## config.mk

```make
export PLATFORM = sky130hd
export DESIGN_NAME = cgra_corner_tile
export DESIGN_NICKNAME = d
export VERILOG_FILES = /design/src/rtl/cgra_pkg.sv /design/src/rtl/bit_pe.sv /design/src/rtl/cgra_corner_tile.sv /design/src/rtl/connection_box.sv /design/src/rtl/switch_box_corner.sv /design/src/rtl/tile_config_regs.sv
export VERILOG_INCLUDE_DIRS = /design/src /design/src/rtl
export SDC_FILE = /design/constraint.sdc
export NUM_CORES = 1
export LEC_CHECK = 0
export ABC_AREA = 1
export CORE_MARGIN = 2
export CORE_UTILIZATION = 62
export DETAILED_ROUTE_END_ITERATION = 8
export DONT_BUFFER_PORTS = 1
export PLACE_DENSITY = 0.79
export SLEW_MARGIN = 40
export SYNTH_ARGS = -nofsm -noshare
export SYNTH_HDL_FRONTEND = slang
export SYNTH_SLANG_ARGS = --single-unit
```

## constraint.sdc

```tcl
create_clock -name clk -period 5.45 [get_ports clk]
set_input_delay 1.635 -clock clk [delete_from_list [all_inputs] [get_ports clk]]
set_output_delay 1.635 -clock clk [all_outputs]
set_load 0.05 [all_outputs]
```

## src/rtl/cgra_consts.svh

```systemverilog
`ifndef CGRA_CONSTS_SVH
`define CGRA_CONSTS_SVH

// configuration bus widths.
`define CFG_WIDTH      32
`define CFG_ADDR_WIDTH 2

// block addresses, address 3 is unused.
`define CFG_ADDR_SB 2'd0
`define CFG_ADDR_CB 2'd1
`define CFG_ADDR_PE 2'd2

// switch-box route codes, code 1 drives 0.
`define ROUTE_STRAIGHT 2'd0
`define ROUTE_CROSS    2'd2
`define ROUTE_PE       2'd3

// processing element opcodes.
`define PE_OP_AND  2'd0
`define PE_OP_OR   2'd1
`define PE_OP_XOR  2'd2
`define PE_OP_NOTA 2'd3

`endif

```

## src/rtl/cgra_pkg.sv

```systemverilog
`include "cgra_consts.svh"

package cgra_pkg;

	// four single-bit tracks on one side of the tile.
	typedef logic [3:0] track_side_t;

	// per-track route code.
	typedef logic [1:0] route_sel_t;

	// side2_sel sits in the low byte, entry k at bits 2k+1:2k.
	typedef struct packed {
		route_sel_t [3:0] side3_sel;
		route_sel_t [3:0] side2_sel;
	} sb_cfg_t;

	// 0..3 pick side 2 tracks, 4..7 pick side 3 tracks.
	typedef struct packed {
		logic [2:0] sel_b;
		logic [2:0] sel_a;
	} cb_cfg_t;

	typedef enum logic [1:0] {
		PE_AND  = `PE_OP_AND,
		PE_OR   = `PE_OP_OR,
		PE_XOR  = `PE_OP_XOR,
		PE_NOTA = `PE_OP_NOTA
	} pe_op_e;

	typedef struct packed {
		logic   reg_out; // bit 2.
		pe_op_e op;      // bits 1:0.
	} pe_cfg_t;

	// configuration write bus.
	typedef struct packed {
		logic                       en;
		logic [`CFG_ADDR_WIDTH-1:0] addr;
		logic [`CFG_WIDTH-1:0]      data;
	} cfg_write_t;

endpackage

```

## src/rtl/bit_pe.sv

```systemverilog
`timescale 1ns/100ps

module bit_pe (
	input  logic              clk,
	input  logic              reset,
	input  logic              a_i,
	input  logic              b_i,
	input  cgra_pkg::pe_cfg_t pe_cfg_i,
	output logic              pe_out_o
);

	import cgra_pkg::*;

	logic result;
	logic result_q;

	always_comb begin
		case (pe_cfg_i.op)
			PE_AND:  result = a_i & b_i;
			PE_OR:   result = a_i | b_i;
			PE_XOR:  result = a_i ^ b_i;
			PE_NOTA: result = ~a_i; // b is ignored.
			default: result = 1'b0;
		endcase
	end

	// captured every cycle, reg_out only picks which one leaves.
	always_ff @(posedge clk) begin
		if (reset)
			result_q <= 1'b0;
		else
			result_q <= result;
	end

	assign pe_out_o = pe_cfg_i.reg_out ? result_q : result;

endmodule

```

## src/rtl/cgra_corner_tile.sv

```systemverilog
`timescale 1ns/100ps

module cgra_corner_tile (
	input  logic                  clk,
	input  logic                  reset,
	input  cgra_pkg::cfg_write_t  cfg_i,
	input  cgra_pkg::track_side_t in_side2_i,
	input  cgra_pkg::track_side_t in_side3_i,
	output cgra_pkg::track_side_t out_side2_o,
	output cgra_pkg::track_side_t out_side3_o,
	output logic                  pe_out_o
);

	import cgra_pkg::*;

	sb_cfg_t sb_cfg;
	cb_cfg_t cb_cfg;
	pe_cfg_t pe_cfg;

	logic op_a;
	logic op_b;
	logic pe_out;

	tile_config_regs u_cfg (
		.clk      (clk),
		.reset    (reset),
		.cfg_i    (cfg_i),
		.sb_cfg_o (sb_cfg),
		.cb_cfg_o (cb_cfg),
		.pe_cfg_o (pe_cfg)
	);

	connection_box u_cb (
		.in_side2_i (in_side2_i),
		.in_side3_i (in_side3_i),
		.cb_cfg_i   (cb_cfg),
		.a_o        (op_a),
		.b_o        (op_b)
	);

	bit_pe u_pe (
		.clk      (clk),
		.reset    (reset),
		.a_i      (op_a),
		.b_i      (op_b),
		.pe_cfg_i (pe_cfg),
		.pe_out_o (pe_out)
	);

	// pe output loops back into the switch box.
	switch_box_corner u_sb (
		.in_side2_i  (in_side2_i),
		.in_side3_i  (in_side3_i),
		.pe_out_i    (pe_out),
		.sb_cfg_i    (sb_cfg),
		.out_side2_o (out_side2_o),
		.out_side3_o (out_side3_o)
	);

	assign pe_out_o = pe_out;

endmodule

```

## src/rtl/connection_box.sv

```systemverilog
`timescale 1ns/100ps

module connection_box (
	input  cgra_pkg::track_side_t in_side2_i,
	input  cgra_pkg::track_side_t in_side3_i,
	input  cgra_pkg::cb_cfg_t     cb_cfg_i,
	output logic                  a_o,
	output logic                  b_o
);

	import cgra_pkg::*;

	localparam int TRACKS = $bits(track_side_t);

	// side 2 in the low half so selects 0..3 land on it.
	logic [2*TRACKS-1:0] cand;

	logic a_pick;
	logic b_pick;

	assign cand = {in_side3_i, in_side2_i};

	always_comb begin
		a_pick = cand[cb_cfg_i.sel_a];
		b_pick = cand[cb_cfg_i.sel_b];
	end

	assign a_o = a_pick;
	assign b_o = b_pick;

endmodule

```

## src/rtl/switch_box_corner.sv

```systemverilog
`timescale 1ns/100ps
`include "cgra_consts.svh"

module switch_box_corner (
	input  cgra_pkg::track_side_t in_side2_i,
	input  cgra_pkg::track_side_t in_side3_i,
	input  logic                  pe_out_i,
	input  cgra_pkg::sb_cfg_t     sb_cfg_i,
	output cgra_pkg::track_side_t out_side2_o,
	output cgra_pkg::track_side_t out_side3_o
);

	import cgra_pkg::*;

	localparam int TRACKS = $bits(track_side_t);

	// side 2 outputs take side 3 tracks rotated by two.
	for (genvar k = 0; k < TRACKS; k++) begin : g_side2
		localparam int SRC = (k + 2) % TRACKS;

		route_sel_t sel;
		logic       route_bit;

		assign sel = sb_cfg_i.side2_sel[k];

		always_comb begin
			case (sel)
				`ROUTE_STRAIGHT: route_bit = in_side3_i[SRC];
				`ROUTE_PE:       route_bit = pe_out_i;
				default:         route_bit = 1'b0; // codes 1 and 2 unused here.
			endcase
		end

		assign out_side2_o[k] = route_bit;
	end

	// side 3 outputs take side 2 tracks rotated by one.
	for (genvar k = 0; k < TRACKS; k++) begin : g_side3
		localparam int SRC = (k + 1) % TRACKS;

		route_sel_t sel;
		logic       route_bit;

		assign sel = sb_cfg_i.side3_sel[k];

		always_comb begin
			case (sel)
				`ROUTE_CROSS: route_bit = in_side2_i[SRC];
				`ROUTE_PE:    route_bit = pe_out_i;
				default:      route_bit = 1'b0; // codes 0 and 1.
			endcase
		end

		assign out_side3_o[k] = route_bit;
	end

endmodule

```

## src/rtl/tile_config_regs.sv

```systemverilog
`timescale 1ns/100ps
`include "cgra_consts.svh"

module tile_config_regs (
	input  logic               clk,
	input  logic               reset,
	input  cgra_pkg::cfg_write_t cfg_i,
	output cgra_pkg::sb_cfg_t  sb_cfg_o,
	output cgra_pkg::cb_cfg_t  cb_cfg_o,
	output cgra_pkg::pe_cfg_t  pe_cfg_o
);

	import cgra_pkg::*;

	localparam int SB_BITS = $bits(sb_cfg_t);
	localparam int CB_BITS = $bits(cb_cfg_t);
	localparam int PE_BITS = $bits(pe_cfg_t);

	logic sb_we;
	logic cb_we;
	logic pe_we;

	sb_cfg_t sb_q;
	cb_cfg_t cb_q;
	pe_cfg_t pe_q;

	// one-hot write decode, address 3 hits nothing.
	always_comb begin
		sb_we = 1'b0;
		cb_we = 1'b0;
		pe_we = 1'b0;
		if (cfg_i.en) begin
			case (cfg_i.addr)
				`CFG_ADDR_SB: sb_we = 1'b1;
				`CFG_ADDR_CB: cb_we = 1'b1;
				`CFG_ADDR_PE: pe_we = 1'b1;
				default: ;
			endcase
		end
	end

	always_ff @(posedge clk) begin
		if (reset) begin
			sb_q <= '0;
			cb_q <= '0;
			pe_q <= '0;
		end else begin
			if (sb_we)
				sb_q <= sb_cfg_t'(cfg_i.data[SB_BITS-1:0]); // low 16 bits.
			if (cb_we)
				cb_q <= cb_cfg_t'(cfg_i.data[CB_BITS-1:0]);
			if (pe_we)
				pe_q <= pe_cfg_t'(cfg_i.data[PE_BITS-1:0]);
		end
	end

	assign sb_cfg_o = sb_q;
	assign cb_cfg_o = cb_q;
	assign pe_cfg_o = pe_q;

endmodule

```

* Word level (Yosys, flattened, before mapping)
Index checks and enable logic that the tools add are counted. W data, S select, Z words.
Word-level totals: register bits 26, bits in latches 0, RAM bits 0, bits in read-only memories 0, word-level logic and storage cells 62, memories 0
Cells by class: add/sub/neg operators 0, $mul 0, divide/modulo/power cells 0, magnitude comparators 2, eq/ne operators 17, shifts and indexed selects 0, mux-type cells 20, bitwise operators 4, reductions and logical operators 6
Operator list (number):
- $eq A2 B2 Y1 const B | 15
- $pmux W1 S2 | 8
- $logic_not A2 Y1 | 6
- $mux W1 | 9
- $lt A3 B4 Y1 const B | 2
- $bmux W1 S3 | 2
- $eq A2 B1 Y1 const B | 2
- $pmux W1 S4 | 1
- $and A1 B1 Y1 | 1
- $not A1 Y1 | 1
- $or A1 B1 Y1 | 1
- $xor A1 B1 Y1 | 1

* Depth between registers and ports, before layout
depth after elaboration 6, mapped depth 14

* Hierarchy
From an unflattened synthesis, not the netlist that was laid out.
Second synthesis, totals: cell total of the unflattened synthesis 283, area, all modules 1791.7 µm²
Modules (own cells, without submodules):
- tile_config_regs | times used 1, cells each 166, area each 1132.3 µm², sequential area each 500.5 µm²
- switch_box_corner | times used 1, cells each 49, area each 341.6 µm², sequential area each 0.0 µm²
- connection_box | times used 1, cells each 48, area each 190.2 µm², sequential area each 0.0 µm²
- bit_pe | times used 1, cells each 20, area each 127.6 µm², sequential area each 20.0 µm²

* Worst setup path after synthesis
OpenSTA, ideal clock, no wires.
kind input to output, start point in in_side3_i[2], end point out out_side3_o[0], data arrival time 3248 ps, path slack 567 ps, stages 13, cell sequence inv_1 a21oi_1 o21ai_0 nand2_1 inv_1 o21ai_0 inv_1 ha_1 o21ai_0 nand3_4 nand2_4 a21oi_2 buf_4
On the way: cells in the longest elaborated chain, start to end 6
Ends and longest elaborated chain:
- start, declared | RTL line cgra_corner_tile.sv:8 | input cgra_pkg::track_side_t in_side3_i,
- $bmux W1 S3, on equally long branches | RTL line connection_box.sv:24, connection_box.sv:25
- $mux W1, on equally long branches | RTL line connection_box.sv:24, connection_box.sv:25
- $xor A1 B1 Y1 (tied with other cells) | RTL line bit_pe.sv:21 | PE_XOR: result = a_i ^ b_i;
- $pmux W1 S4 (*) | RTL line bit_pe.sv:18 | case (pe_cfg_i.op)
- $mux W1 (*) | RTL line bit_pe.sv:35 | assign pe_out_o = pe_cfg_i.reg_out ? result_q : result;
- $pmux W1 S2 (*) | RTL line switch_box_corner.sv:47 | case (sel)
- end, declared | RTL line cgra_corner_tile.sv:10 | output cgra_pkg::track_side_t out_side3_o,
Every way passes the cells marked *; elsewhere a longest branch is shown, timed or not. The select of a mux whose other input is x is not followed.

* Final worst setup path
start point in in_side3_i[1], end point out out_side3_o[0]
Same word-level chain as after synthesis.

==> flow_summary_export.csv <==
group,metric,value,unit
route,vias,1292,
synthesis,synthTopCellsByArea,"dfxtp_1 (35%), o21ai_0 (11%), a21oi_1 (9.2%)",
clock_tree,postCtsSetupBuffers,0,
critical_path,slowest_delay,0.36,ns
synthesis,syn_area_per_cell,7.314,um2
final_layout,antennaDiodeCount,0,
synthesis,yosysTopAreaCell,"dfxtp_1",
power,power,0.3962,mW
floorplanning,dieWidth,52.70,um
synthesis,synth_xor_xnor_area_share,0,
synthesis,synth.ff_latch_count,26,
critical_path,r2r-start,"u_cfg.cb_cfg_o[3]$_SDFFE_PP0P_",
timing,timing.final.crit_share,0.9609,
synthesis,synth_adder_area_share,0.08511,
clock_tree,path_clk_slew,0.13,ns
placed_design,placed_area,1483,um2
critical_path,r2r_cells,10,
placed_design,io_buffers,0,
clock_tree,cts-buffers-inserted,3,
synthesis,syn_nets,256,
power,p_per_area,260.8,nW/um2
final_layout,postLayoutCellArea,1519,um2
floorplanning,rows,17,
final_layout,area_delta_synth_final,3.319,%
critical_path,crit_chain,"inv_1 -> a21oi_1 -> o21ai_0 -> nand2_1 -> inv_1 -> o21ai_0 -> inv_1 -> ha_1 -> o21ai_0 -> nand3_4 -> nand2_4 -> a21oi_2 -> buf_4",
global_routing,use_met1,0.2700,
synthesis,syn-instance-count,201,
power,ir_drop,0.2253,mV
timing,worstMarginPinSlew,0.5631,ns
placed_design,gp_congestion,0.8328,
outcome,status,"finished clean",
synthesis,synth_compound_area_frac,0.2349,
critical_path,path_depth,13,
route,drc_errors,0,
job,drv_cap,0,
critical_path,r2r_slack,3.41,ns
critical_path,worstPathRequired,3.82,ns
clock_tree,cts-root-buf,"clkbuf_4",
global_routing,grtUsageMet2,0.4458,
synthesis,synth-seq-area-share,0.3540,
final_layout,drive_gt1_frac,0.1400,
placed_design,hpwl,2339,um
critical_path,r2r_end,"u_pe.result_q$_SDFF_PP0_",
floorplanning,initial_core_util,0.6583,
synthesis,synth_mux_area_frac,0,
clock_tree,cts_tree,"done",
critical_path,end_kind,"output port",
critical_path,cp.arrival,3.60,ns
clock_tree,htreeDepth,1,
global_routing,grt_pass1_wl,4933,um
critical_path,crit_type,"input port to output port",
route,viasPerCell,5.667,
global_routing,grt-busiest-layer,"met2",
synthesis,synthSimpleGateAreaFrac,0.1855,
final_layout,final_util,0.6801,
critical_path,start_kind,"input port",
hold_path,whs_endpoint,"u_cfg.cb_cfg_o[5]$_SDFFE_PP0P_",
route,routed_wl,3107,um
synthesis,synthDistinctLibCells,21,
hold_path,min_from,"u_cfg.cb_cfg_o[5]$_SDFFE_PP0P_",
clock_tree,cts_sinks,26,
power,p_leak,0.6796,nW
critical_path,critPathTopFamily,"compound AO/OA/AOI/OAI gates",
global_routing,grt_use_met3,0.04286,
hold_path,whs_path_depth,2,
critical_path,path_buf_inv,4,
floorplanning,io_pins,54,
placed_design,preCtsSetupSlack,0.2529,ns
timing,rsz0062_at_grt,"false",
synthesis,yosysTopAreaCellShare,0.3540,
timing,setup_viol_count_final,0,
critical_path,slowest_stage,"o21ai_0",
global_routing,grt_overflow_total,0,
floorplanning,die_h,52.70,um
route,drt_pass1_iterations,4,
timing,skew,0.0006807,ns
clock_tree,cts_resized,0,
global_routing,first_global_vias,1200,
floorplanning,core_area,2233,um2
clock_tree,postCtsHoldBufs,0,
timing,relSlewSlack,0.6242,
global_routing,antenna_found_initial,0,
timing,fin_crit,5.237,ns
timing,layout_setup_ws,0.2129,ns
route,dr.first_iter.drc_count,32,
floorplanning,dieArea,2777,um2
clock_tree,insertion_delay,0.32,ns
timing,finalSetupTns,0,ns
clock_tree,cts_max_path_buffers,2,
synthesis,yosys_warnings,0,
hold_path,worst_hold_path_type,"flip-flop to flip-flop",
synthesis,synthesis.area,1470,um2
timing,slew_violations,0,
route,antenna_left,0,
critical_path,cp_max_fo,5,
timing,final_hold_viol_count,0,
final_layout,nets,256,
global_routing,grt_start_max_net_pins,26,
route,routedWlPerCell,13.63,um
synthesis,synth_top_family_by_area,"compound AO/OA/AOI/OAI gates",
global_routing,track_usage,0.2463,
timing,fmax,190.9,MHz
[cells by family after synthesis]
| kind of cell | count (synthesis) |
|---|---|
| fa+ha+maj | 10 |
| simple gates | 53 |
| buf+inv | 46 |
| flops | 26 |
| compound gates | 66 |
[where the power goes]
group / total, mW / switching [mW] / internal [mW]
sequential: 0.207 / 0.00644 / 0.201
clock: 0.0965 / 0.0556 / 0.0409
combinational: 0.0926 / 0.0652 / 0.0275
[state kept, by name, indices dropped and copies added, names as in the netlist]
signal          cells
u_cfg.cb_cfg_o      6
u_cfg.pe_cfg_o      3
u_cfg.sb_cfg_o     16
u_pe.result_q       1
[how the worst max path moves through the flow]
| stage | startpoint | end |
|---|---|---|
| final | in_side3_i[1] | out_side3_o[0] |
| after floorplan | in_side3_i[2] | out_side3_o[0] |
| after detailed placement | in_side3_i[1] | out_side3_o[3] |
| after global routing | in_side3_i[2] | out_side3_o[0] |
| after CTS | in_side3_i[1] | out_side3_o[0] |
| after global placement | in_side3_i[1] | out_side3_o[2] |
[synth_stat cells, drive strengths merged]
library cell  number
a21oi             31
buf               11
clkbuf             2
dfxtp             26
ha                10
inv               33
nand2             18
nand3             12
nor2              20
nor3               2
o21ai             35
or2                1
[tightest hold or removal path, cell delays in order (launching register included)]
cell	delay (ns)
dfxtp_1	0.32
inv_1	0.07
a21oi_1	0.06
[cell usage in the layout (no fill, tap or decap)]
| master | count |
|---|---|
| o21ai_0 | 33 |
| inv_1 | 30 |
| buf_4 | 8 |
| nand3_2 | 4 |
| nand2_1 | 16 |
| clkbuf_4 | 3 |
| or2_2 | 1 |
| nand3_1 | 7 |
| nand2_2 | 1 |
| a21oi_2 | 4 |
| nand3_4 | 1 |
| a21oi_1 | 27 |
| dfxtp_1 | 26 |
| inv_2 | 3 |
| nor2_1 | 20 |
| ha_1 | 10 |
| o21ai_1 | 2 |
| nor3_1 | 1 |
| nor3_4 | 1 |
| nand2_4 | 1 |
| clkbuf_8 | 1 |
[stage by stage]
stage,hold WS (ns),instances
2_1_floorplan,0.4446,201
3_3_place_gp,0.4594,224
3_5_place_dp,0.4702,224
4_1_cts,0.4896,228
5_1_grt,0.5166,228
6_report,0.4857,228
[cell type report]
cell class / instances / area, um2
multi-input combinational: 129 / 743.2
tap: 28 / 35.03
timing repair buffer: 8 / 60.06
sequential: 26 / 520.5
inverter: 33 / 123.9
clock buffer: 4 / 36.28
fill: 208 / 714.4
[metal layers]
metal  share of wire  vias to the layer above  routed length, um
li1                -                      642                  -
met1            0.41                      592               1263
met2            0.51                       49               1594
met3           0.055                        9                170
met4           0.025                        0                 78
met5               0                        -                  0
(Power assumes the default switching activity.)
